--- config.mk ---
export PLATFORM = sky130hd
export DESIGN_NAME = cdb_arbiter
export DESIGN_NICKNAME = d
export VERILOG_FILES = /design/src/rtl/isa_pkg.sv /design/src/rtl/core_pkg.sv /design/src/rtl/cdb_arbiter.sv
export SDC_FILE = /design/constraint.sdc
export NUM_CORES = 1
export LEC_CHECK = 0
export BUFFER_PORTS_ARGS = -buffer_cell sky130_fd_sc_hd__buf_2
export CORE_AREA = 2 2 66 80
export CTS_CLUSTER_DIAMETER = 150
export DETAILED_ROUTE_END_ITERATION = 8
export DIE_AREA = 0 0 68 82
export PLACE_DENSITY = 0.69
export SLEW_MARGIN = 15
export SYNTH_ARGS = -nofsm -noshare
export SYNTH_HDL_FRONTEND = slang
export SYNTH_SLANG_ARGS = --single-unit
export TNS_END_PERCENT = 100
--- constraint.sdc ---
create_clock -name clk_100mhz -period 1.61 [get_ports clk_100mhz]
set_input_delay 0.161 -clock clk_100mhz [delete_from_list [all_inputs] [get_ports clk_100mhz]]
set_output_delay 0.161 -clock clk_100mhz [all_outputs]
set_load 0.01 [all_outputs]
--- src/rtl/isa_pkg.sv ---
package isa_pkg;

  typedef logic [4:0] reg_addr_t;

  // major opcodes in use
  typedef enum logic [6:0] {
    OP    = 7'b0110011,  // reg-reg, also M extension
    OPIMM = 7'b0010011,
    LUI   = 7'b0110111
  } opcode_e;

  typedef enum logic [3:0] {
    ADD = 4'd0,
    SUB = 4'd1,
    AND = 4'd2,
    OR  = 4'd3,
    XOR = 4'd4,
    SLL = 4'd5,
    SRL = 4'd6,
    SLT = 4'd7   // signed compare
  } alu_op_e;

  typedef enum logic [1:0] {
    MUL   = 2'd0,  // low word
    MULH  = 2'd1,  // high word, signed x signed
    MULHU = 2'd2   // high word, unsigned
  } mul_op_e;

  localparam logic [6:0] F7_MULDIV = 7'b0000001;

endpackage

--- src/rtl/core_pkg.sv ---
package core_pkg;

  import isa_pkg::*;

  typedef logic [3:0] rob_tag_t;  // up to 16 ROB entries

  typedef struct packed {
    logic        ready;
    rob_tag_t    tag;    // producer when not ready
    logic [31:0] value;
  } operand_t;

  typedef struct packed {
    rob_tag_t tag;  // destination ROB entry
    operand_t src1;
    operand_t src2;
  } dispatch_t;

  typedef struct packed {
    logic        valid;
    rob_tag_t    tag;
    logic [31:0] value;
  } cdb_t;

  typedef struct packed {
    logic        valid;
    rob_tag_t    tag;
    reg_addr_t   rd;
    logic [31:0] value;
  } commit_t;

endpackage

--- src/rtl/cdb_arbiter.sv ---
`timescale 1ns/1ns

module cdb_arbiter import core_pkg::*; (
  input  logic clk_100mhz,
  input  logic sys_rst,
  input  logic i_alu_valid,
  input  cdb_t i_alu_res,
  input  logic i_mul_valid,
  input  cdb_t i_mul_res,
  output logic o_alu_grant,
  output logic o_mul_grant,
  output cdb_t o_cdb
);

  // fixed priority, ALU first
  assign o_alu_grant = i_alu_valid;
  assign o_mul_grant = i_mul_valid && !i_alu_valid;

  always_ff @(posedge clk_100mhz) begin
    if (sys_rst) begin
      o_cdb.valid <= 1'b0;
    end else begin
      o_cdb.valid <= o_alu_grant || o_mul_grant;
      if (o_alu_grant) begin
        o_cdb.tag   <= i_alu_res.tag;
        o_cdb.value <= i_alu_res.value;
      end else begin
        o_cdb.tag   <= i_mul_res.tag;
        o_cdb.value <= i_mul_res.value;
      end
    end
  end

endmodule

==> flow_summary.toml <==
[timing]
setup_viol = 0
finalSetupTns_ns = 0
max_freq_mhz = 1030
setup_ws_ns = 0.641
maxSlewViolCount = 0
relSlewSlack_pct = 85.7
timing.final.crit_share_pct = 60.2
period_needed_ns = 0.969
rsz0062_at_grt = "no"
hold_viol_final = 0
worstMarginPinSlew_ns = 0.215

[grt]
grt_max_degree = 37
grt_usage_pct = 12.1
first_global_vias = 1064
antenna_found_initial = 0
grt_pass1_wl_um = 4800
gr-total-overflow = 0

[worst_hold_path]
hold_depth = 2
hold_path.class = "primary input to flop"
worstHoldStart = "i_mul_valid"

[power]
p_sw_w = 0.000472
p_seq_share_pct = 54.5
sw_frac_of_total_pct = 21.9
power.leakage_nw = 1.10
total_power_w = 0.00216
clkPwrFrac_pct = 28.0
powerDensity_mw_per_mm2 = 911
internal_power_w = 0.00168
p_comb_share_pct = 17.5
ir_drop_uv = 510

[logic_synthesis]
synth_top_family_by_area = "multiplexers"
yosys_warnings = 0
syn_inst = 81
muxShareOfSynthArea_pct = 28.8
ys_seq_area_share_pct = 67.1
synth_top_area_share_pct = 65.9
synth_fa_ha_area_share_pct = 0
synthSimpleGateAreaFrac_pct = 0.381
synth_largest_area_cell = "edfxtp_1"
syn-cell-area_mm2 = 0.00164
synth_cell_types = 10
synth_nets = 159
netlist_top_cells_area = "edfxtp_1, mux2_4, mux2_2"
synth_xor_area_share_pct = 0
yosys_register_bits = 37
synth_compound_area_share_pct = 0.610
syn_avg_cell_area_um2 = 20.3

[layout]
largest_reg_flops = 37
syn2layout_area_growth_pct = 44.3
reg_top3 = "o_cdb (37)"
final_area_mm2 = 0.00237
drive_gt1_share_pct = 79.1
nNetsFinal = 278
regMostFlops = "o_cdb"
antenna_cells = 0
stdcell_count = 261
num-fill-cells = 428

[placed_design]
dpl-instance-area_mm2 = 0.00229
dp.cells = 253
port_buffers = 114
gp_congestion = 0.713
pre_cts_ws_ns = 0.459

[floorplanning]
core_mm2 = 0.00483
ios = 117
die_w_um = 68
die-area_mm2 = 0.00558
die_h_um = 82
initial_core_util_pct = 33.9
rows = 28

[critical_path]
cp_max_fo = 1
cp-start-kind = "flop"
cp-end-kind = "output pin"
crit_chain = "buf_2"
criticalPathCategory = "flop to output pin"
cp_data_required_time_ns = 1.45
worstSetupPathDepth = 1
slowest_stage = "edfxtp_1"
worstPathBufferInverterCount = 1
slowest_delay_ns = 0.38
critPathArrivalTime_ns = 0.81
critPathLaunch = "o_cdb[18]"
critPathTopFamily = "flip-flops"

[cts]
clkSinkCount = 37
ctsResizeCount = 0
cts_setup_buffers = 0
hold_buffers = 0
clk_pin_slew_ns = 0.07
cts_max_level = 2
clock_path_buffers = 2
root_buffer = "clkbuf_8"
cts_buffers = 5
cts_tree = "yes"

[flow_run]
maxCapViolCount = 0

[route]
antenna_left = 0
via_per_inst = 4.30
via_count = 1121
avgRoutedWirePerCell_um = 12.4
dr.pass1.iters = 4
remaining_drc_errors = 0
drt_iter0_drc = 33
routed_wl_um = 3240

[run_status]
status = "complete, no violations"
==> worst paths after layout <==
| path | end |
|---|---|
| min | o_cdb[36] |
| max | o_cdb[18] |
==> routing by layer <==
metal	global-route usage (%)	vias up	routed length [µm]
li1	-	548	-
met3	6.44	5	353
met5	0	-	0
met1	11.5	503	1110
met2	21.4	65	1720
met4	5.20	0	52
==> cells by family after synthesis <==
group,Yosys count
flip-flops,37
multiplexers,36
AO/OA/AOI/OAI,1
buffers and inverters,6
AND/OR/NAND/NOR,1
==> through the flow <==
| stage | hold WS, ns | util [%] |
|---|---|---|
| final | 0.117 | 49.0 |
| after global routing | 0.106 | 49.0 |
| after CTS | 0.104 | 49.0 |
| after detailed placement | 0.400 | 47.3 |
| after global placement | 0.383 | 47.3 |
| after floorplan | 0.287 | - |
==> cells in the mapped netlist (all sizes together) <==
library cell,n
edfxtp,36
mux2,36
buf,5
dfxtp,1
inv,1
nor2b,1
o21ba,1
==> power groups by stage <==
| stage | clock (W) | combinational (W) | sequential [W] |
|---|---|---|---|
| global route | 0.000668 | 0.000412 | 0.00118 |
| floorplan | 0 | 0.000139 | 0.00125 |
| global placement | 0 | 0.000375 | 0.00119 |
| finish | 0.000604 | 0.000376 | 0.00118 |
| CTS | 0.000638 | 0.000384 | 0.00118 |
| detailed placement | 0 | 0.000382 | 0.00120 |
==> final cells by class <==
type | instances | area (µm²) | area share, %
flip-flops and latches | 37 | 1100 | 46.5
repair buffers | 117 | 618 | 26.1
multi-input cells | 38 | 489 | 20.7
clock buffers | 8 | 80.1 | 3.38
well taps | 60 | 75.1 | 3.17
inverters | 1 | 3.75 | 0.159
==> layout by cell type (no fill, tap or decap), drive strengths merged <==
cell type  synthesis  routed
buf                5     117
edfxtp            36      36
mux2              36      36
clkbuf             0       8
nor2b              1       1
inv                1       1
o21ba              1       1
dfxtp              1       1
Note: power is estimated with default switching activity, not from simulation.
