### config.mk
export PLATFORM = sky130hd
export DESIGN_NAME = mul_unit
export DESIGN_NICKNAME = d
export VERILOG_FILES = /design/src/rtl/isa_pkg.sv /design/src/rtl/core_pkg.sv /design/src/rtl/mul_unit.sv
export SDC_FILE = /design/constraint.sdc
export NUM_CORES = 2
export LEC_CHECK = 0
export ABC_CLOCK_PERIOD_IN_PS = 9550
export BUFFER_PORTS_ARGS = -buffer_cell sky130_fd_sc_hd__buf_4
export CORE_MARGIN = 3
export CORE_UTILIZATION = 35
export CTS_CLUSTER_SIZE = 40
export DETAILED_ROUTE_END_ITERATION = 6
export GPL_TIMING_DRIVEN = 1
export HOLD_SLACK_MARGIN = 0.05
export PLACE_DENSITY_LB_ADDON = 0.05
export SYNTH_ARGS = -nofsm -noshare
export SYNTH_HDL_FRONTEND = slang
export SYNTH_SLANG_ARGS = --single-unit
### constraint.sdc
create_clock -name clk_100mhz -period 9.55 [get_ports clk_100mhz]
set_clock_uncertainty 0.15 [all_clocks]
set_input_delay 1.4325 -clock clk_100mhz [delete_from_list [all_inputs] [get_ports clk_100mhz]]
set_output_delay 1.4325 -clock clk_100mhz [all_outputs]
set_load 0.03 [all_outputs]
### src/rtl/isa_pkg.sv
package isa_pkg;

  typedef logic [4:0] reg_addr_t;

  // major opcodes in use
  typedef enum logic [6:0] {
    OP    = 7'b0110011,  // reg-reg, also M extension
    OPIMM = 7'b0010011,
    LUI   = 7'b0110111
  } opcode_e;

  typedef enum logic [3:0] {
    ADD = 4'd0,
    SUB = 4'd1,
    AND = 4'd2,
    OR  = 4'd3,
    XOR = 4'd4,
    SLL = 4'd5,
    SRL = 4'd6,
    SLT = 4'd7   // signed compare
  } alu_op_e;

  typedef enum logic [1:0] {
    MUL   = 2'd0,  // low word
    MULH  = 2'd1,  // high word, signed x signed
    MULHU = 2'd2   // high word, unsigned
  } mul_op_e;

  localparam logic [6:0] F7_MULDIV = 7'b0000001;

endpackage

### src/rtl/core_pkg.sv
package core_pkg;

  import isa_pkg::*;

  typedef logic [3:0] rob_tag_t;  // up to 16 ROB entries

  typedef struct packed {
    logic        ready;
    rob_tag_t    tag;    // producer when not ready
    logic [31:0] value;
  } operand_t;

  typedef struct packed {
    rob_tag_t tag;  // destination ROB entry
    operand_t src1;
    operand_t src2;
  } dispatch_t;

  typedef struct packed {
    logic        valid;
    rob_tag_t    tag;
    logic [31:0] value;
  } cdb_t;

  typedef struct packed {
    logic        valid;
    rob_tag_t    tag;
    reg_addr_t   rd;
    logic [31:0] value;
  } commit_t;

endpackage

### src/rtl/mul_unit.sv
`timescale 1ns/1ns

module mul_unit import isa_pkg::*, core_pkg::*; #(
  parameter type op_t       = mul_op_e,
  parameter int  MUL_STAGES = 3
) (
  input  logic                                   clk_100mhz,
  input  logic                                   sys_rst,
  input  logic                                   i_req_valid,
  output logic                                   o_req_ready,
  input  logic [$bits(op_t)+$bits(rob_tag_t)+63:0] i_req,
  output logic                                   o_res_valid,
  output cdb_t                                   o_res,
  input  logic                                   i_grant
);

  typedef struct packed {
    op_t         op;
    rob_tag_t    tag;
    logic [31:0] a;
    logic [31:0] b;
  } exec_req_t;

  typedef struct packed {
    logic        valid;
    op_t         op;
    rob_tag_t    tag;
    logic [63:0] prod;
  } stage_t;

  exec_req_t   req;
  stage_t      pipe [MUL_STAGES];
  logic [63:0] ext_a;
  logic [63:0] ext_b;
  logic        advance;

  assign req = i_req;

  // only MULH needs signed operands, the low word is the same either way
  always_comb begin
    ext_a = {32'b0, req.a};
    ext_b = {32'b0, req.b};
    if (req.op == MULH) begin
      ext_a = {{32{req.a[31]}}, req.a};
      ext_b = {{32{req.b[31]}}, req.b};
    end
  end

  assign advance     = !pipe[MUL_STAGES-1].valid || i_grant;  // stall behind the last stage
  assign o_req_ready = advance;

  always_ff @(posedge clk_100mhz) begin
    if (sys_rst) begin
      for (int s = 0; s < MUL_STAGES; s++) begin
        pipe[s].valid <= 1'b0;
      end
    end else if (advance) begin
      pipe[0] <= '{valid: i_req_valid, op: req.op, tag: req.tag, prod: ext_a * ext_b};
      for (int s = 1; s < MUL_STAGES; s++) begin
        pipe[s] <= pipe[s-1];
      end
    end
  end

  assign o_res_valid = pipe[MUL_STAGES-1].valid;

  always_comb begin
    o_res.valid = pipe[MUL_STAGES-1].valid;
    o_res.tag   = pipe[MUL_STAGES-1].tag;
    o_res.value = (pipe[MUL_STAGES-1].op == MUL) ? pipe[MUL_STAGES-1].prod[31:0]
                                                 : pipe[MUL_STAGES-1].prod[63:32];
  end

endmodule

==> impl_metrics.tcl <==
set metrics [dict create \
    synth_warnings 0 \
    wl_mm 167 \
    cp.arrival_ns 9.73 \
    grtUsageTotal_pct 20.9 \
    ys_ff_latch 213 \
    io_buffer_count 112 \
    vias_per_cell 4.56 \
    critPathRequiredTime_ns 9.72 \
    root_buffer "clkbuf_16" \
    synthFlopType "edfxtp_1" \
    initial_core_util_pct 35.3 \
    syn_nets 7397 \
    nFillCells 15900 \
    setup_ws_ns -0.00155 \
    post-route-util_pct 41.0 \
    endpoint_kind "flop" \
    synth_common_cells "1520 x inv_1, 1423 x fa_1, 675 x and2_1" \
    top_regs "pipe x213" \
    synth.cell_area_um2 55900 \
    relSlewSlack_pct 40.7 \
    synthCells 5595 \
    synth_cell_type_count 73 \
    place_inst 8114 \
    die_y_um 406 \
    seqCellArea_um2 6400 \
    grt_pass1_vias 41300 \
    drc 0 \
    failed_checks "setup timing" \
    critPathMostFrequentCell "fa_1" \
    antenna_found_initial 5 \
    synthArstFlopShare_pct 0 \
    synth-edff-count 213 \
    drive_gt1_share_pct 16.3 \
    post-dp-hpwl_mm 150 \
    rrSetupSlack_ns 6.07 \
    clk_path_buf_depth 3 \
    slowest_stage "fa_2" \
    cts_max_level 1 \
    cap_violations 0 \
    grt_pass1_wl_mm 259 \
    final_cells 8165 \
    top_register "pipe" \
    die_w_um 406 \
    nets 7882 \
    tightest_slew_ns 0.890 \
    post-synth-top-count-cell "inv_1" \
    synth_top_area_share_pct 50.9 \
    antenna_cells 0 \
    gp_congestion 0.876 \
    syn_to_final_growth_pct 16.2 \
    cp.buffers_inverters 9 \
    clock_latency_ns 0.49 \
    core_area_um2 159000 \
    critPathLaunchType "primary input" \
    cts_made_buffers 20 \
    clock-sinks 213 \
    min_period_ns 9.55 \
    via_count 37300 \
    dr.pass1.iters 5 \
    cp_top_family "adder cells" \
    syn_avg_cell_area_um2 10.0 \
    largest_reg_flops 213 \
    wl_per_cell_um 20.4 \
    hp-class "reg -> reg" \
    setup_violations 1 \
    path_class "in -> reg" \
    rsz0062_at_grt "yes" \
    clk_pin_slew_ns 0.06 \
    dp_slack_ns -0.811 \
    hold_viol_final 0 \
    maxSlewViolCount 0 \
    top_level_ports 113 \
    slowest_delay_ns 0.64 \
    grt_max_degree 122 \
    max_freq_mhz 105 \
    worst-path-max-fanout 15 \
    synth_top_cell_by_area "fa_1" \
    antenna_left 0 \
    netlist_top_cells_area "fa_1 51%, edfxtp_1 11%, inv_1 10%, and2_1 7.5%, ha_1 6.8%" \
    hold_ws_ns 0.362 \
    rows 146 \
    dieArea_um2 165000 \
    ys_seq_area_share_pct 11.4 \
    multi_input_area_um2 43600 \
    finalCritPeriodShare_pct 100 \
    outcome "finished with violations" \
    cts_tree "yes" \
    cts_hold_buf 0 \
    grt_overflow 0 \
    drtIter0Drc 1769 \
]
-- cell usage in the layout (no fill, tap or decap), types with 7 or more instances in the layout --
cell type | netlist | layout
a21o_1 | 50 | 49
o21ai_0 | 34 | 29
and2_1 | 675 | 670
inv_1 | 1520 | 1492
edfxtp_1 | 213 | 213
mux2_2 | 32 | 32
buf_6 | 1 | 20
ha_1 | 305 | 284
ha_4 | 0 | 18
buf_4 | 5 | 665
fa_2 | 0 | 57
nor3_1 | 16 | 12
xor2_1 | 25 | 23
inv_2 | 0 | 26
a31oi_1 | 13 | 10
nand2_1 | 628 | 621
buf_12 | 0 | 43
a21oi_2 | 5 | 19
xnor2_1 | 83 | 80
and3_1 | 8 | 8
o21a_1 | 8 | 8
mux2i_1 | 7 | 7
nand4_1 | 17 | 17
nand3_1 | 14 | 14
clkbuf_16 | 0 | 21
a21oi_1 | 73 | 55
nor2b_1 | 7 | 7
nand2b_1 | 9 | 9
nor2_1 | 79 | 76
fa_1 | 1423 | 1366
-- worst paths after layout --
| kind | start | depth (start not counted) | end |
|---|---|---|---|
| hold reg to reg | pipe[0][70]$_SDFFCE_PN0P_ | 1 | pipe[0][141]$_SDFFCE_PN0P_ |
| hold / removal | pipe[0][70]$_SDFFCE_PN0P_ | 1 | pipe[0][141]$_SDFFCE_PN0P_ |
| setup reg to reg | pipe[0][212]$_SDFFCE_PN0P_ | 8 | pipe[0][35]$_DFFE_PP_ |
| setup / recovery | i_req[69] | 30 | pipe[0][61]$_DFFE_PP_ |
-- cells by family (layout without fill, tap and decap cells) --
logic type,Yosys count,in the layout,share of synthesized area (%)
buffers and inverters,1789,2287,12.1
AND/OR/NAND/NOR,1478,1478,13.4
multiplexers,39,39,0.769
AO/OA/AOI/OAI,237,237,2.85
XOR/XNOR,108,108,1.69
adder cells (fa/ha/maj),1731,1731,57.8
flip-flops,213,213,11.4
-- stage by stage --
| stage | TNS [ns] | area (um2) |
|---|---|---|
| 2_1_floorplan | -0.0828 | 56100 |
| 3_3_place_gp | -13.72 | 63500 |
| 3_5_place_dp | -14.88 | 63500 |
| 4_1_cts | -0.0262 | 64300 |
| 5_1_grt | -1.80 | 65000 |
| 6_report | -0.00155 | 65000 |
-- cell type report --
class                           count  share of cell area [%]
Clock buffer                       24                   0.826
Inverter                         1520                    8.79
Sequential cell                   213                    9.84
Tap cell                         2072                    3.99
Multi-Input combinational cell   3593                    67.0
Timing Repair Buffer              732                    9.44
Clock inverter                     11                  0.0828
-- metal layers --
| layer | track usage, % | wire length [um] |
|---|---|---|
| met1 | 32.8 | 85900 |
| met3 | 1.85 | 6670 |
| met2 | 32.5 | 72800 |
| met4 | 1.55 | 1140 |
| met5 | 0 | 0 |
-- timing repair --
action,in CTS,in global routing
setup endpoints to repair,17,26
pin swaps,18,56
buffers inserted,7,9
resized for setup,37,164
Power is not shown: default switching activity piles up to over one toggle a cycle in this logic, so the estimate is an artifact.
