==> src/rtl/isa_pkg.sv <==
package isa_pkg;

  typedef logic [4:0] reg_addr_t;

  // major opcodes in use
  typedef enum logic [6:0] {
    OP    = 7'b0110011,  // reg-reg, also M extension
    OPIMM = 7'b0010011,
    LUI   = 7'b0110111
  } opcode_e;

  typedef enum logic [3:0] {
    ADD = 4'd0,
    SUB = 4'd1,
    AND = 4'd2,
    OR  = 4'd3,
    XOR = 4'd4,
    SLL = 4'd5,
    SRL = 4'd6,
    SLT = 4'd7   // signed compare
  } alu_op_e;

  typedef enum logic [1:0] {
    MUL   = 2'd0,  // low word
    MULH  = 2'd1,  // high word, signed x signed
    MULHU = 2'd2   // high word, unsigned
  } mul_op_e;

  localparam logic [6:0] F7_MULDIV = 7'b0000001;

endpackage

==> src/rtl/core_pkg.sv <==
package core_pkg;

  import isa_pkg::*;

  typedef logic [3:0] rob_tag_t;  // up to 16 ROB entries

  typedef struct packed {
    logic        ready;
    rob_tag_t    tag;    // producer when not ready
    logic [31:0] value;
  } operand_t;

  typedef struct packed {
    rob_tag_t tag;  // destination ROB entry
    operand_t src1;
    operand_t src2;
  } dispatch_t;

  typedef struct packed {
    logic        valid;
    rob_tag_t    tag;
    logic [31:0] value;
  } cdb_t;

  typedef struct packed {
    logic        valid;
    rob_tag_t    tag;
    reg_addr_t   rd;
    logic [31:0] value;
  } commit_t;

endpackage

==> src/rtl/alu_unit.sv <==
`timescale 1ns/1ns

module alu_unit import isa_pkg::*, core_pkg::*; #(
  parameter type op_t = alu_op_e
) (
  input  logic                                   clk_100mhz,
  input  logic                                   sys_rst,
  input  logic                                   i_req_valid,
  output logic                                   o_req_ready,
  input  logic [$bits(op_t)+$bits(rob_tag_t)+63:0] i_req,
  output logic                                   o_res_valid,
  output cdb_t                                   o_res,
  input  logic                                   i_grant
);

  typedef struct packed {
    op_t         op;
    rob_tag_t    tag;
    logic [31:0] a;
    logic [31:0] b;
  } exec_req_t;

  exec_req_t   req;
  logic [31:0] result;
  cdb_t        res_q;  // held until the arbiter takes it

  assign req = i_req;

  always_comb begin
    case (req.op)
      ADD:     result = req.a + req.b;
      SUB:     result = req.a - req.b;
      AND:     result = req.a & req.b;
      OR:      result = req.a | req.b;
      XOR:     result = req.a ^ req.b;
      SLL:     result = req.a << req.b[4:0];
      SRL:     result = req.a >> req.b[4:0];
      SLT:     result = {31'b0, $signed(req.a) < $signed(req.b)};
      default: result = '0;
    endcase
  end

  assign o_req_ready = !res_q.valid || i_grant;
  assign o_res_valid = res_q.valid;
  assign o_res       = res_q;

  always_ff @(posedge clk_100mhz) begin
    if (sys_rst) begin
      res_q.valid <= 1'b0;
    end else if (i_req_valid && o_req_ready) begin
      res_q <= '{valid: 1'b1, tag: req.tag, value: result};
    end else if (i_grant) begin
      res_q.valid <= 1'b0;
    end
  end

endmodule

==> config.mk <==
export PLATFORM = sky130hd
export DESIGN_NAME = alu_unit
export DESIGN_NICKNAME = d
export VERILOG_FILES = /design/src/rtl/isa_pkg.sv /design/src/rtl/core_pkg.sv /design/src/rtl/alu_unit.sv
export SDC_FILE = /design/constraint.sdc
export NUM_CORES = 1
export LEC_CHECK = 0
export BUFFER_PORTS_ARGS = -buffer_cell sky130_fd_sc_hd__clkbuf_2
export CAP_MARGIN = 20
export CELL_PAD_IN_SITES_DETAIL_PLACEMENT = 0
export CELL_PAD_IN_SITES_GLOBAL_PLACEMENT = 2
export CORE_UTILIZATION = 35
export CTS_BUF_LIST = sky130_fd_sc_hd__clkbuf_4 sky130_fd_sc_hd__clkbuf_8
export CTS_CLUSTER_DIAMETER = 120
export DETAILED_ROUTE_END_ITERATION = 6
export PLACE_DENSITY_LB_ADDON = 0.3
export SETUP_SLACK_MARGIN = 0.5
export SLEW_MARGIN = 30
export SYNTH_ARGS = -nofsm -noshare
export SYNTH_HDL_FRONTEND = slang
export SYNTH_SLANG_ARGS = --single-unit
==> constraint.sdc <==
create_clock -name clk_100mhz -period 6.05 [get_ports clk_100mhz]
set_clock_uncertainty 0.2 [all_clocks]
set_input_delay 1.21 -clock clk_100mhz [delete_from_list [all_inputs] [get_ports clk_100mhz]]
set_output_delay 1.21 -clock clk_100mhz [all_outputs]
set_load 0.02 [all_outputs]
==> flow_summary_export.csv <==
group,metric,value,unit
run_status,status,"complete, no violations",
synth,syn_avg_cell_area,7.025,sq um
critical_path,cp.arrival,5.09,ns
synth,syn_nets,1465,
cts,cts-buffers-inserted,5,
power,power_density,144.0,mW/mm^2
route,wire_per_inst,24.66,um
cts,postCtsSetupBuffers,0,
synth,synth.distinct_cells,77,
critical_path,crit_path_max_fanout,8,
route,drt_iter0_markers,989,
sta,fin_hold_ws,0.4576,ns
cts,clk_pin_slew,0.11,ns
final_layout,final_common_cell,"nor2_1",
critical_path,cp-end-kind,"register",
flow_run,drv_cap,0,
sta,drv_slew,0,
sta,rsz0062_at_grt,"false",
critical_path,worstSetupPathType,"in2reg",
global_routing,grt_pass1_vias,9766,
final_layout,drive_gt1_share,12.98,%
route,viasPerCell,6.123,
die,die_h,162.3,um
final_layout,synthToLayoutAreaGrowth,8.815,%
final_layout,layout_common_cells,"nor2_1, o21ai_0, a21oi_1",
critical_path,path_buf_inv,2,
global_routing,overflow,0,
final_layout,fin_area,0.009792,sq mm
die,ios,115,
synth,yosysTopAreaCell,"ha_1",
synth,async_flop_share,0,%
cts,ctsHoldBuffers,0,
synth,synth_area,0.008999,sq mm
power,pwr-share-seq,21.8,%
die,row_count,58,
die,coreArea,0.02518,sq mm
sta,finalSetupTns,0,ns
power,swShare,49.86,%
route,totalWireLength,41020,um
critical_path,cp.required,5.96,ns
synth,syn_inst,1281,
critical_path,slowest_delay,0.88,ns
global_routing,grt.total_usage,30.96,%
synth,synth_top_area_share,14.74,%
sta,period_share,85.63,%
cts,cts_resized,0,
route,drtPass1Iterations,7,
critical_path,cp_slowest_cell,"a211oi_1",
final_layout,n_antenna_cell,0,
synth,ys_ff_latch,37,
route,postRouteAntennaNets,0,
synth,yosysSeqAreaShare,12.24,%
cts,cts_tree,"built",
power,p_leak,4.288,nW
power,power_switching,0.7030,mW
global_routing,grt_pass1_wl,61470,um
sta,fmax,193.0,MHz
synth,ys_warn_count,0,
cts,root_buffer,"clkbuf_8",
placement,globalplace.congestion,0.9583,
route,num_vias,10183,
power,comb_power_share,58.9,%
power,ir_drop,86.30,uV
die,dieArea,0.02636,sq mm
sta,finalHoldViolCount,0,
power,p_int,0.7071,mW
sta,slew-limit-headroom,32.64,%
cts,cts_sinks,37,
cts,clk_latency,0.35,ns
hold_path,hold_class,"reg2reg",
synth,synth_ff_type,"edfxtp_1",
global_routing,antenna_found_initial,0,
placement,dp_hpwl,31880,um
global_routing,grt_max_degree,93,
placement,place_area,0.009677,sq mm
critical_path,crit_path_start_kind,"input port",
critical_path,cp_top_family,"compound AO/OA/AOI/OAI gates",
cts,h-tree-depth,2,
sta,worstMarginPinSlew,1.004,ns
die,dieWidth,162.3,um
synth,synth_edf_count,36,
power,clockPowerShare,19.3,%
sta,setup_viol,0,
cts,cts_buffer_depth,2,
die,initial_core_util,35.73,%
placement,port_buffers,114,
critical_path,crit_chain,"buf_2 -> inv_1 -> ha_1 -> nor2_1 -> o221ai_1 -> a211oi_1 -> a2111oi_2 -> nor3_1 -> o21ai_0 -> a21o_1 -> o31ai_2 -> xnor2_1 -> a211o_1",
route,drc_errors,0,
sta,finalCriticalPeriod,5.181,ns
synth,synth.area.top_cells,"ha_1, edfxtp_1, o21ai_0",
final_layout,nets,1516,
[power groups by stage]
stage          registers (mW)  clock network [mW]  logic (mW)
3_5_place_dp            0.313                   0       0.808
2_1_floorplan           0.333                   0       0.534
4_1_cts                 0.308               0.274       0.812
5_1_grt                 0.309               0.281       0.894
3_3_place_gp            0.313                   0       0.817
6_report                0.308               0.272       0.830
[routing by layer]
layer / global-route usage, % / part of all wire (%)
met1: 41.98 / 44
met2: 50.64 / 46
met3: 3.336 / 6.4
met4: 10.81 / 3.4
met5: 0 / 0
[Yosys cell counts, types with 3 or more instances]
cell type	number
o2111ai_1	4
a211oi_1	21
mux4_2	8
a21boi_0	3
a211o_1	6
xnor2_1	23
or3_1	6
nor4_1	8
o221ai_1	6
a31oi_1	12
nand4_1	6
inv_1	102
clkbuf_1	51
o21bai_1	12
nand3_1	11
o21a_1	6
and2_1	4
o31ai_1	8
ha_1	106
a221oi_1	19
a22oi_1	21
o21ai_1	4
buf_1	18
a21oi_1	116
xor2_1	5
a2111oi_0	6
a311oi_1	5
nor3_1	27
o211ai_1	23
clkbuf_8	10
nand2_1	106
nor2b_1	13
a21o_1	10
nand2b_1	6
o211a_1	3
mux2i_1	67
nor2_1	168
or4_1	5
buf_2	5
o22ai_1	15
edfxtp_1	36
and3_1	4
o21ai_0	142
[through the flow]
stage / std cells / setup slack (ns) / utilization [%] / total power [mW]
4_1_cts: 1663 / 0.9990 / 38.89 / 1.395
3_5_place_dp: 1655 / 0.6389 / 38.43 / 1.121
6_report: 1663 / 0.8694 / 38.89 / 1.410
5_1_grt: 1663 / 0.8703 / 38.89 / 1.484
3_3_place_gp: 1655 / 0.5277 / 38.41 / 1.130
2_1_floorplan: 1281 / 1.242 / - / 0.8671
[sequential cells by signal (all words and copies together), names as in the netlist]
signal and cells:
o_res_valid 1, o_res 36
[worst paths after layout]
path,from,to,slack [ns],depth (start not counted)
worst max register to register,o_res_valid,o_res[12],4.28,3
worst min register to register,o_res_valid,o_res_valid,0.46,3
worst min-delay path,o_res_valid,o_res_valid,0.46,3
worst max-delay path,i_req[1],o_res[29],0.87,13
[worst reg2reg max path, stage by stage (launching register included)]
cell and delay, ns:
dfxtp_1 0.34, nor2b_1 0.16, nor3b_2 0.15, buf_4 0.52
[layout make-up]
class                      count  area [sq um]
inverter                     103         386.6
clock inverter                 2         38.79
multi-input combinational   1051          7056
tap                          330         412.9
timing repair buffer         134         720.7
fill                        2739         15390
sequential                    37          1101
clock buffer                   6         76.32
[cell families after synthesis]
logic type | after synthesis | share of synthesized area [%]
muxes | 75 | 9.455
DFF | 37 | 12.24
buffers and inverters | 193 | 9.608
adders and majority gates | 108 | 15.18
AOI/OAI and AO/OA | 465 | 32.59
and+or+nand+nor | 375 | 18.20
xor gates and xnor gates | 28 | 2.725
Power figures use the tool's default switching activity.
