===== src/rtl/isa_pkg.sv =====
package isa_pkg;

  typedef logic [4:0] reg_addr_t;

  // major opcodes in use
  typedef enum logic [6:0] {
    OP    = 7'b0110011,  // reg-reg, also M extension
    OPIMM = 7'b0010011,
    LUI   = 7'b0110111
  } opcode_e;

  typedef enum logic [3:0] {
    ADD = 4'd0,
    SUB = 4'd1,
    AND = 4'd2,
    OR  = 4'd3,
    XOR = 4'd4,
    SLL = 4'd5,
    SRL = 4'd6,
    SLT = 4'd7   // signed compare
  } alu_op_e;

  typedef enum logic [1:0] {
    MUL   = 2'd0,  // low word
    MULH  = 2'd1,  // high word, signed x signed
    MULHU = 2'd2   // high word, unsigned
  } mul_op_e;

  localparam logic [6:0] F7_MULDIV = 7'b0000001;

endpackage


===== src/rtl/core_pkg.sv =====
package core_pkg;

  import isa_pkg::*;

  typedef logic [3:0] rob_tag_t;  // up to 16 ROB entries

  typedef struct packed {
    logic        ready;
    rob_tag_t    tag;    // producer when not ready
    logic [31:0] value;
  } operand_t;

  typedef struct packed {
    rob_tag_t tag;  // destination ROB entry
    operand_t src1;
    operand_t src2;
  } dispatch_t;

  typedef struct packed {
    logic        valid;
    rob_tag_t    tag;
    logic [31:0] value;
  } cdb_t;

  typedef struct packed {
    logic        valid;
    rob_tag_t    tag;
    reg_addr_t   rd;
    logic [31:0] value;
  } commit_t;

endpackage


===== src/rtl/reservation_station.sv =====
`timescale 1ns/1ns

module reservation_station import core_pkg::*; #(
  parameter type op_t     = logic [3:0],
  parameter int  RS_DEPTH = 2
) (
  input  logic                                   clk_100mhz,
  input  logic                                   sys_rst,
  input  logic                                   i_valid,
  input  op_t                                    i_op,
  input  dispatch_t                              i_dispatch,
  input  cdb_t                                   i_cdb,
  output logic                                   o_free,
  output logic                                   o_req_valid,
  input  logic                                   i_req_ready,
  output logic [$bits(op_t)+$bits(rob_tag_t)+63:0] o_req
);

  typedef struct packed {
    op_t         op;
    rob_tag_t    tag;
    logic [31:0] a;
    logic [31:0] b;
  } exec_req_t;

  localparam int IW = (RS_DEPTH > 1) ? $clog2(RS_DEPTH) : 1;

  logic [RS_DEPTH-1:0] busy;
  op_t                 ops  [RS_DEPTH];
  dispatch_t           ents [RS_DEPTH];
  logic [IW-1:0]       free_idx;
  logic [IW-1:0]       req_idx;
  exec_req_t           req;

  // pick up a broadcast for an operand still waiting on its tag
  function automatic operand_t wake(operand_t o, cdb_t c);
    if (!o.ready && c.valid && c.tag == o.tag) begin
      o.ready = 1'b1;
      o.value = c.value;
    end
    return o;
  endfunction

  // scan downwards so the lowest index wins
  always_comb begin
    o_free      = 1'b0;
    free_idx    = '0;
    o_req_valid = 1'b0;
    req_idx     = '0;
    for (int i = RS_DEPTH - 1; i >= 0; i--) begin
      if (!busy[i]) begin
        o_free   = 1'b1;
        free_idx = IW'(i);
      end
      if (busy[i] && ents[i].src1.ready && ents[i].src2.ready) begin
        o_req_valid = 1'b1;
        req_idx     = IW'(i);
      end
    end
  end

  always_comb begin
    req = '{op:  ops[req_idx],
            tag: ents[req_idx].tag,
            a:   ents[req_idx].src1.value,
            b:   ents[req_idx].src2.value};
  end

  assign o_req = req;

  always_ff @(posedge clk_100mhz) begin
    if (sys_rst) begin
      busy <= '0;
    end else begin
      for (int i = 0; i < RS_DEPTH; i++) begin
        if (busy[i]) begin
          ents[i].src1 <= wake(ents[i].src1, i_cdb);
          ents[i].src2 <= wake(ents[i].src2, i_cdb);
        end
      end
      if (o_req_valid && i_req_ready) begin
        busy[req_idx] <= 1'b0;  // handed to the unit
      end
      if (i_valid) begin
        busy[free_idx] <= 1'b1;
        ops[free_idx]  <= i_op;
        ents[free_idx] <= '{tag:  i_dispatch.tag,
                            src1: wake(i_dispatch.src1, i_cdb),
                            src2: wake(i_dispatch.src2, i_cdb)};
      end
    end
  end

endmodule


===== config.mk =====
export PLATFORM = sky130hd
export DESIGN_NAME = reservation_station
export DESIGN_NICKNAME = d
export VERILOG_FILES = /design/src/rtl/isa_pkg.sv /design/src/rtl/core_pkg.sv /design/src/rtl/reservation_station.sv
export SDC_FILE = /design/constraint.sdc
export NUM_CORES = 1
export LEC_CHECK = 0
export BUFFER_PORTS_ARGS = -buffer_cell sky130_fd_sc_hd__buf_2
export CAP_MARGIN = 15
export CORE_MARGIN = 2
export CORE_UTILIZATION = 40
export DETAILED_ROUTE_END_ITERATION = 8
export GPL_ROUTABILITY_DRIVEN = 0
export SLEW_MARGIN = 20
export SYNTH_ARGS = -nofsm -noshare
export SYNTH_HDL_FRONTEND = slang
export SYNTH_SLANG_ARGS = --single-unit

===== constraint.sdc =====
create_clock -name clk_100mhz -period 6.9 [get_ports clk_100mhz]
set_clock_uncertainty 0.15 [all_clocks]
set_input_delay 0.69 -clock clk_100mhz [delete_from_list [all_inputs] [get_ports clk_100mhz]]
set_output_delay 0.69 -clock clk_100mhz [all_outputs]
set_load 0.1 [all_outputs]

==> metrics.csv <==
stage,metric,value,unit
worst_hold_path,hold path depth,1,
timing,final period utilization,49.2,%
worst_setup_path,crit path to,ents[1][4],
global_routing,Congestion Overflow GR,0,
timing,setup_tns,0,ps
die,Die Footprint,20800,µm²
pwr,VDD IR max,0.000170,V
detailed_routing,vias per cell,5.06,
detailed_routing,met3 WL,1.07,mm
die,Initial Util,40.6,%
layout,Multi-input gate area,2870,µm²
detailed_routing,via count,4823,
worst_setup_path,CP Max Fanout,32,
worst_setup_path,crit path launch type,input pin,
worst_setup_path,Setup crit end kind,flip-flop,
detailed_routing,1st-iter DRT viols,185,
logic_synthesis,Synth Instances,473,
pwr,Static Leak,3.67,nW
timing,final hold slack,302,ps
die,Core ar.,19400,µm²
logic_synthesis,"Avg Cell Area, Syn",16.6,µm²
clock_network,CTS tree,yes,
global_routing,initial antenna violation count,2,
detailed_routing,routed wire length,18.4,mm
global_routing,total track usage,17.7,%
layout,area grow syn2layout,25.6,%
clock_network,PostCTS Resize Cnt,0,
logic_synthesis,synth unique cells,24,
detailed_routing,met2 wire len,9.46,mm
clock_network,latest clock arrival within the worst-skew pair,420,ps
logic_synthesis,"Seq/Total Area, Yosys",63.1,%
timing,Max Clk Rate,294,MHz
detailed_routing,first-pass iteration count of the detailed router,4,
global_routing,largest net degree at the start of global routing,74,
layout,most frequent cells in the layout,"mux2_2 (200), buf_2 (196), edfxtp_1 (164)",
detailed_routing,Max Used Layer,met4,
timing,Slew HR,40.9,%
layout,Fill cells,1691,
die,io pins,197,
layout,fraction of layout cells with a size suffix above 1,64.4,%
timing,Slew Limit Fails,0,
layout,"most common cell after layout, fill and taps aside",mux2_2,
run,Max Cap Violations,0,
timing,Final min period,3400,ps
logic_synthesis,number of synthesized flops with an enable pin,164,
worst_setup_path,Worst Reg-to-Reg Cells,5,
global_routing,first-pass GRT wire length,27.0,mm
worst_setup_path,CP startpoint,sys_rst,
worst_setup_path,worst endpoint data arrival time,3310,ps
clock_network,CTS sink cnt,166,
timing,unrepaired setup endpoints after global routing,no,
clock_network,Post-CTS Setup Repair Bufs,0,
layout,sequential cell area,4960,µm²
layout,Nets,796,
logic_synthesis,ys flop type,edfxtp_1,
timing,final setup violating endpoints,0,
logic_synthesis,"FF+latch count, synth",166,
logic_synthesis,Synth Cell Area,7870,µm²
worst_hold_path,Hold WC Path Type,in2reg,
die,row cnt,51,
clock_network,clock-pin slew on the worst setup and hold paths,60,ps
detailed_routing,Post-route DRC,0,
die,DIE WIDTH,144,µm
placement,DPL Wire Length,12.0,mm
die,Die Y,144,µm
timing,final hold vios,0,
worst_setup_path,reg2reg start,busy[0],
worst_setup_path,Critical R2R Capture,ents[1][4],
pwr,pwr dens,268,nW/µm²
clock_network,CTS buffer count,17,
clock_network,CTS Hold Buffers Added,0,
worst_setup_path,worst path required time,6810,ps
worst_setup_path,Setup Crit Path Kind,in2reg,
clock_network,root buffer cell,clkbuf_16,
logic_synthesis,post-synth net total,596,
logic_synthesis,Yosys warnings,0,
detailed_routing,DR WL/cell,19.3,µm
global_routing,vias in the first global route,5027,
logic_synthesis,Post-synth ARST share,0,%
worst_setup_path,R2R Setup Slk,3550,ps
detailed_routing,"antenna viol nets, final",0,
timing,Slew @ Worst Pin,887,ps
detailed_routing,Metal-1 WL,7.43,mm
placement,I/O Buffers,196,
clock_network,H-tree depth,4,
outcome,outcome,completed,
clock_network,Max Root-Sink Buffers,2,
==> logic make-up after synthesis <==
family | after synthesis | synth area share (%)
simple gates | 33 | 2.11
flops | 166 | 63.1
buf+inv | 36 | 1.97
compound gates | 20 | 2.19
mux | 200 | 28.6
xor+xnor | 18 | 2.00
==> worst max-delay path, cell delays in order <==
cell	delay, ps
buf_2	100
inv_1	110
nand4b_1	520
inv_1	850
a21oi_1	300
o31ai_4	240
buf_4	480
==> worst min path at each step <==
| stage | startpoint | end | slack (ps) |
|---|---|---|---|
| 4_1_cts | i_dispatch[77] | ents[0][77] | 280 |
| 3_5_place_dp | busy[0] | busy[0] | 440 |
| 3_3_place_gp | busy[0] | busy[0] | 430 |
| 5_1_grt | i_dispatch[77] | ents[0][77] | 280 |
| 6_report | i_dispatch[76] | ents[0][76] | 300 |
| 2_1_floorplan | busy[0] | busy[0] | 400 |
==> area by class of cell <==
cell class | count | share of cell area (%)
Antenna cell | 3 | 0.0760
Clock buffer | 19 | 4.38
Clock inverter | 12 | 1.62
Inverter | 12 | 0.456
Multi-Input combinational cell | 271 | 29.1
Sequential cell | 166 | 50.2
Tap cell | 265 | 3.36
Timing Repair Buffer | 205 | 10.8
==> per-layer routing <==
layer | vias to the layer above | track usage, %
met3 | 28 | 4.50
li1 | 2242 | -
met2 | 149 | 30.7
met1 | 2404 | 20.7
met5 | - | 0
met4 | 0 | 8.38
==> flip-flops by register name, indices dropped and copies added, names as in the netlist <==
name,flops
ops,8
ents,156
busy,2
==> report_power, final <==
part | internal, mW | leakage, nW | switching [mW]
registers | 1.17 | 1.52 | 0.0134
logic | 0.143 | 1.87 | 0.354
clock network | 0.597 | 0.284 | 0.371
==> Yosys cell counts, drive strengths merged, types with 4 or more instances <==
master | instances | area [µm²]
nand2b | 4 | 25.0
clkbuf | 8 | 30.0
nor2 | 8 | 30.0
a22oi | 4 | 30.0
edfxtp | 164 | 4920
buf | 16 | 80.1
a31oi | 5 | 31.3
xor2 | 12 | 105
inv | 12 | 45.0
nor3 | 4 | 20.0
nor2b | 4 | 25.0
nand3 | 10 | 50.1
xnor2 | 6 | 52.6
o31ai | 4 | 30.0
mux2 | 200 | 2250
==> stage by stage <==
step / instances / power [mW] / area, µm² / setup slack (ps) / utilization (%)
global placement: 918 / 1.70 / 9250 / 3220 / 47.7
detailed placement: 918 / 1.71 / 9250 / 3070 / 47.7
global route: 952 / 2.74 / 9880 / 3350 / 50.9
finish: 953 / 2.65 / 9880 / 3500 / 50.9
CTS: 949 / 2.68 / 9850 / 3280 / 50.8
floorplan: 473 / 1.58 / 7870 / 2190 / -
Note: power is estimated with default switching activity, not from simulation.
