**src/rtl/isa_pkg.sv**
```systemverilog
package isa_pkg;

  typedef logic [4:0] reg_addr_t;

  // major opcodes in use
  typedef enum logic [6:0] {
    OP    = 7'b0110011,  // reg-reg, also M extension
    OPIMM = 7'b0010011,
    LUI   = 7'b0110111
  } opcode_e;

  typedef enum logic [3:0] {
    ADD = 4'd0,
    SUB = 4'd1,
    AND = 4'd2,
    OR  = 4'd3,
    XOR = 4'd4,
    SLL = 4'd5,
    SRL = 4'd6,
    SLT = 4'd7   // signed compare
  } alu_op_e;

  typedef enum logic [1:0] {
    MUL   = 2'd0,  // low word
    MULH  = 2'd1,  // high word, signed x signed
    MULHU = 2'd2   // high word, unsigned
  } mul_op_e;

  localparam logic [6:0] F7_MULDIV = 7'b0000001;

endpackage

```
**src/rtl/core_pkg.sv**
```systemverilog
package core_pkg;

  import isa_pkg::*;

  typedef logic [3:0] rob_tag_t;  // up to 16 ROB entries

  typedef struct packed {
    logic        ready;
    rob_tag_t    tag;    // producer when not ready
    logic [31:0] value;
  } operand_t;

  typedef struct packed {
    rob_tag_t tag;  // destination ROB entry
    operand_t src1;
    operand_t src2;
  } dispatch_t;

  typedef struct packed {
    logic        valid;
    rob_tag_t    tag;
    logic [31:0] value;
  } cdb_t;

  typedef struct packed {
    logic        valid;
    rob_tag_t    tag;
    reg_addr_t   rd;
    logic [31:0] value;
  } commit_t;

endpackage

```
**src/rtl/issue_stage.sv**
```systemverilog
`timescale 1ns/1ns

module issue_stage import isa_pkg::*, core_pkg::*; (
  input  logic        clk_100mhz,
  input  logic        sys_rst,
  input  logic        i_inst_valid,
  input  logic [31:0] i_inst,
  output logic        o_inst_ready,
  input  logic        i_rob_ready,
  input  rob_tag_t    i_rob_tag,
  output rob_tag_t    o_src_tag1,
  output rob_tag_t    o_src_tag2,
  input  operand_t    i_src_op1,
  input  operand_t    i_src_op2,
  input  commit_t     i_commit,
  input  logic        i_alu_rs_ready,
  input  logic        i_mul_rs_ready,
  output dispatch_t   o_dispatch,
  output logic        o_alu_valid,
  output alu_op_e     o_alu_op,
  output logic        o_mul_valid,
  output mul_op_e     o_mul_op,
  output logic        o_rob_alloc,
  output reg_addr_t   o_rob_rd
);

  opcode_e     opcode;
  reg_addr_t   rs1;
  reg_addr_t   rs2;
  reg_addr_t   rd;
  logic [2:0]  funct3;
  logic [6:0]  funct7;
  logic [31:0] imm_i;
  logic [31:0] imm_u;
  logic        is_mul;
  logic        fire;

  logic [31:0] regs [32];
  logic [31:0] busy;       // register waits on a ROB entry
  rob_tag_t    tags [32];

  assign opcode = opcode_e'(i_inst[6:0]);
  assign rd     = i_inst[11:7];
  assign funct3 = i_inst[14:12];
  assign rs1    = i_inst[19:15];
  assign rs2    = i_inst[24:20];
  assign funct7 = i_inst[31:25];
  assign imm_i  = {{20{i_inst[31]}}, i_inst[31:20]};
  assign imm_u  = {i_inst[31:12], 12'b0};
  assign is_mul = (opcode == OP) && (funct7 == F7_MULDIV);

  always_comb begin
    case (funct3)
      3'b000:  o_alu_op = (opcode == OP && funct7[5]) ? SUB : ADD;
      3'b001:  o_alu_op = SLL;
      3'b010:  o_alu_op = SLT;
      3'b100:  o_alu_op = XOR;
      3'b101:  o_alu_op = SRL;
      3'b110:  o_alu_op = OR;
      3'b111:  o_alu_op = AND;
      default: o_alu_op = ADD;
    endcase
    if (opcode == LUI) begin
      o_alu_op = ADD;  // 0 + upper immediate
    end
  end

  always_comb begin
    case (funct3)
      3'b001:  o_mul_op = MULH;
      3'b011:  o_mul_op = MULHU;
      default: o_mul_op = MUL;
    endcase
  end

  // register file, then ROB if renamed, else wait on the tag
  function automatic operand_t read_src(reg_addr_t r, logic [31:0] rf_val, logic rf_busy,
                                        rob_tag_t rf_tag, operand_t rob_op);
    operand_t o;
    o.ready = 1'b1;
    o.tag   = rf_tag;
    o.value = rf_val;
    if (r == '0) begin
      o.value = '0;  // x0
    end else if (rf_busy) begin
      o.ready = rob_op.ready;
      o.value = rob_op.value;
    end
    return o;
  endfunction

  assign o_src_tag1 = tags[rs1];
  assign o_src_tag2 = tags[rs2];

  always_comb begin
    o_dispatch.tag  = i_rob_tag;
    o_dispatch.src1 = read_src(rs1, regs[rs1], busy[rs1], tags[rs1], i_src_op1);
    o_dispatch.src2 = read_src(rs2, regs[rs2], busy[rs2], tags[rs2], i_src_op2);
    if (opcode == LUI) begin
      o_dispatch.src1 = '{ready: 1'b1, tag: '0, value: '0};
      o_dispatch.src2 = '{ready: 1'b1, tag: '0, value: imm_u};
    end else if (opcode == OPIMM) begin
      o_dispatch.src2 = '{ready: 1'b1, tag: '0, value: imm_i};
    end
  end

  assign o_inst_ready = i_rob_ready && (is_mul ? i_mul_rs_ready : i_alu_rs_ready);
  assign fire         = i_inst_valid && o_inst_ready;
  assign o_alu_valid  = fire && !is_mul;
  assign o_mul_valid  = fire && is_mul;
  assign o_rob_alloc  = fire;
  assign o_rob_rd     = rd;

  always_ff @(posedge clk_100mhz) begin
    if (sys_rst) begin
      busy <= '0;
      for (int i = 0; i < 32; i++) begin
        regs[i] <= '0;
        tags[i] <= '0;
      end
    end else begin
      if (i_commit.valid && i_commit.rd != '0) begin
        regs[i_commit.rd] <= i_commit.value;
        if (busy[i_commit.rd] && tags[i_commit.rd] == i_commit.tag) begin
          busy[i_commit.rd] <= 1'b0;  // last writer retired
        end
      end
      if (fire && rd != '0) begin
        busy[rd] <= 1'b1;  // later assignment beats the commit clear
        tags[rd] <= i_rob_tag;
      end
    end
  end

endmodule

```
**config.mk**
```make
export PLATFORM = sky130hd
export DESIGN_NAME = issue_stage
export DESIGN_NICKNAME = d
export VERILOG_FILES = /design/src/rtl/isa_pkg.sv /design/src/rtl/core_pkg.sv /design/src/rtl/issue_stage.sv
export SDC_FILE = /design/constraint.sdc
export NUM_CORES = 2
export LEC_CHECK = 0
export BUFFER_PORTS_ARGS = -buffer_cell sky130_fd_sc_hd__buf_2
export CORE_ASPECT_RATIO = 2
export CORE_UTILIZATION = 30
export DETAILED_ROUTE_END_ITERATION = 10
export GPL_ROUTABILITY_DRIVEN = 1
export SYNTH_ARGS = -nofsm -noshare
export SYNTH_HDL_FRONTEND = slang
export SYNTH_SLANG_ARGS = --single-unit
```
**constraint.sdc**
```tcl
create_clock -name clk_100mhz -period 4.9 [get_ports clk_100mhz]
set_input_delay 0.735 -clock clk_100mhz [delete_from_list [all_inputs] [get_ports clk_100mhz]]
set_output_delay 0.735 -clock clk_100mhz [all_outputs]
set_load 0.1 [all_outputs]
```
==> run_results.csv <==
group,metric,value,unit
sta,post-route-period-util,98.6,%
sta,setup_viol,0,
sta,clock_skew,0.0170,ns
critical_path,ff2ff_setup_slack,2.01,ns
logic_synthesis,synth_compound_area_share,2.51,%
critical_path,worstReg2RegEnd,"busy[30]",
critical_path,cp-end-kind,"output pin",
logic_synthesis,synth_fa_ha_area_share,0,%
sta,fin_hold_ws,0.521,ns
routing,ant_nets,0,
sta,fmax,207,MHz
power,p_switching,7350,uW
critical_path,worstSetupStartpointType,"input port",
routing,dr.first_iter.drc_count,5131,
critical_path,cp.required,4.16,ns
critical_path,path_class,"input port to output pin",
power,switching_share,29.1,%
routing,vias,42300,
outcome,status,"completed",
logic_synthesis,syn_area,65800,um^2
power,combPwrFrac,19.9,%
global_routing,grt_max_degree,65,
clock_tree,numCtsBuffers,102,
critical_path,cp-endpoint,"o_dispatch[3]",
final_layout,final_area,76100,um^2
clock_tree,htree_levels,3,
placed_design,place.gp.congestion,0.908,
placed_design,post-dp-hpwl,157,mm
floorplanning,dieArea,221000,um^2
sta,hold_violations,0,
placed_design,dp_cells,7109,
clock_tree,cts_buffer_depth,3,
power,power.density,332,nW/um^2
critical_path,worstSetupStartpoint,"i_inst[20]",
routing,viasPerCell,5.79,
floorplanning,rows,242,
sta,fin_crit,4.83,ns
logic_synthesis,synthXorXnorAreaFrac,0.0533,%
sta,worst_pin_slew,1.08,ns
power,irDropWorstVdd,0.000275,V
logic_synthesis,synth_edf_count,1152,
power,leakage,0.0258,uW
clock_tree,cts_root_buffer,"clkbuf_16",
routing,drt_wl_total,251,mm
sta,grt_setup_unrepaired,"false",
routing,wire_per_inst,34.3,um
critical_path,timing.rr.start,"tags[7][3]",
routing,dr.pass1.iters,5,
floorplanning,fp.dieH,664,um
clock_tree,cts.sinks,1184,
global_routing,antenna_found_initial,32,
floorplanning,ios,259,
global_routing,grt_pass1_wl,344,mm
final_layout,stdcell_count,7317,
logic_synthesis,synth_top_family_by_area,"multiplexers",
logic_synthesis,synthMuxAreaShare,27.7,%
power,pwr-share-seq,47.3,%
global_routing,track_usage,22.3,%
floorplanning,core,217000,um^2
logic_synthesis,ys_seq_elements,1184,
logic_synthesis,ys_dominant_reg_cell,"edfxtp_1",
power,total_power,25200,uW
logic_synthesis,yosys.area_share.simple,13.1,%
power,p_int,17900,uW
sta,setup_ws,0.0675,ns
logic_synthesis,post_synth_num_cell_types,60,
placed_design,portBuffers,249,
critical_path,cp_max_fo,63,
routing,drcViolationCount,0,
clock_tree,clock_latency,0.74,ns
critical_path,reg2reg_depth,8,
logic_synthesis,netlist_instances,4264,
sta,maxSlewViolCount,0,
logic_synthesis,ys_warn_count,0,
final_layout,drive_gt1_share,33.8,%
worst_hold_path,min_path_type,"flip-flop to flip-flop",
logic_synthesis,ys_seq_area_share,53.6,%
placed_design,dpl_worst_slack,-0.0537,ns
placed_design,placed_cell_area,72800,um^2
clock_tree,clk_pin_slew_worst_paths,0.08,ns
logic_synthesis,ys_async_sr_fraction,0,%
job,maxCapViolCount,0,
global_routing,grt_pass1_vias,44300,
final_layout,nets,4566,
logic_synthesis,synth.avg_cell_area,15.4,um^2
floorplanning,die_width,333,um
sta,slew_headroom,28.0,%
clock_tree,postCtsSetupBuffers,0,
clock_tree,cts_tree,"built",
power,clkPwrFrac,32.8,%
critical_path,arrival,4.10,ns
global_routing,grt_overflow_total,0,
floorplanning,start_util,30.3,%
final_layout,area_growth,15.7,%
-- synthesized netlist by cell type, types with 3 or more instances --
cell | count | area [um^2]
a211oi_1 | 33 | 248
a21oi_1 | 88 | 440
and2_1 | 1124 | 7030
and3_1 | 20 | 125
buf_1 | 17 | 63.8
buf_2 | 82 | 410
buf_4 | 21 | 158
buf_6 | 6 | 67.6
clkbuf_1 | 342 | 1280
dfxtp_1 | 32 | 641
edfxtp_1 | 1152 | 34600
inv_1 | 6 | 22.5
mux2_2 | 19 | 214
mux2i_1 | 128 | 1280
mux4_2 | 743 | 16700
nand2_1 | 57 | 214
nand2b_1 | 9 | 56.3
nand3_1 | 5 | 25.0
nand3b_1 | 10 | 75.1
nor2_1 | 96 | 360
nor2b_1 | 15 | 93.8
nor3_1 | 36 | 180
nor3b_1 | 3 | 22.5
nor4_1 | 8 | 50.1
nor4b_1 | 4 | 35.0
o2111ai_1 | 6 | 52.6
o211ai_1 | 3 | 22.5
o21ai_0 | 83 | 415
o21ai_1 | 25 | 125
o221ai_1 | 5 | 43.8
o22ai_1 | 14 | 87.6
o32a_1 | 4 | 40.0
o32ai_1 | 7 | 61.3
or2_2 | 22 | 138
or3_1 | 4 | 25.0
or3b_2 | 4 | 35.0
xor2_1 | 4 | 35.0
-- critical path, cell delays in order --
cell     delay [ns]
buf_8          0.27
mux4_2         0.55
mux4_2         0.67
mux2i_4        0.23
buf_12         0.30
nor2_1         0.07
a21oi_1        0.26
buf_4          0.22
a21oi_1        0.07
nor2_1         0.27
buf_4          0.19
buf_12         0.17
-- power by group through the flow --
stage | Sequential [uW] | Clock (uW) | Combinational [uW]
floorplan | 12100 | 0 | 3100
global placement | 12100 | 0 | 4990
detailed placement | 12200 | 0 | 5010
CTS | 11900 | 8360 | 5030
global route | 12000 | 8660 | 5160
finish | 11900 | 8270 | 5020
-- routing by layer --
metal	share of wire, %	global-route usage [%]	vias to the layer above
met5	0.048	0	-
li1	-	-	16800
met3	9.5	5.11	669
met1	33	24.9	22300
met2	51	38.8	2585
met4	6.6	13.1	20
-- logic make-up (layout without fill, tap and decap cells) --
family	Yosys count	after routing
other	1	52
DFF	1184	1184
xor gates and xnor gates	4	4
buffers and inverters	474	670
and+or+nand+nor	1429	1429
muxes	891	891
AOI/OAI and AO/OA	281	281
-- repair_timing --
item	CTS	global route
hold buffers	0	0
resized for setup	1	0
endpoints found under the setup margin	1	0
-- stage by stage --
stage,TNS (ns),utilization [%]
CTS,0,35.0
global route,0,35.0
detailed placement,-0.0537,33.5
floorplan,0,-
global placement,-0.0583,33.5
finish,0,35.0
-- sequential cells by signal, summed over array words and instances (netlist names) --
signal and cells:
busy 32, regs 1024, tags 128
-- placed cells by master, fill, tap and decap left out, types with 9 or more instances in the layout --
cell type,count
and3_1,20
and2_1,1124
nor2_1,66
dfxtp_1,32
clkinv_2,24
o21ai_1,24
o21ai_0,53
buf_12,115
or2_2,22
buf_2,174
buf_4,176
o22ai_1,14
conb_1,37
nor2b_1,15
nand2_1,56
clkbuf_1,19
edfxtp_1,1152
a211oi_2,32
mux4_2,743
a21oi_1,87
clkbuf_16,103
nand2b_1,9
diode_2,15
mux2i_1,126
nor2_4,30
nor3_1,34
clkinv_1,20
o21ai_4,31
nand3b_1,10
mux2_2,19
-- worst min-delay path by stage --
stage | start | to | cells after the start
2_1_floorplan | busy[0] | busy[0] | 1
3_3_place_gp | busy[0] | busy[0] | 1
3_5_place_dp | busy[0] | busy[0] | 1
4_1_cts | i_commit[41] | busy[14] | 4
5_1_grt | busy[0] | busy[0] | 1
6_report | busy[0] | busy[0] | 1
-- cell type report --
type / count / area, um^2
fill: 20600 / 141000
sequential: 1184 / 35200
multi-input combinational: 2642 / 29400
timing repair buffer: 472 / 4580
tap: 2806 / 3510
clock buffer: 123 / 2660
clock inverter: 69 / 599
antenna: 15 / 37.5
inverter: 6 / 25.0
No activity file was read; power rests on OpenSTA's default activity.
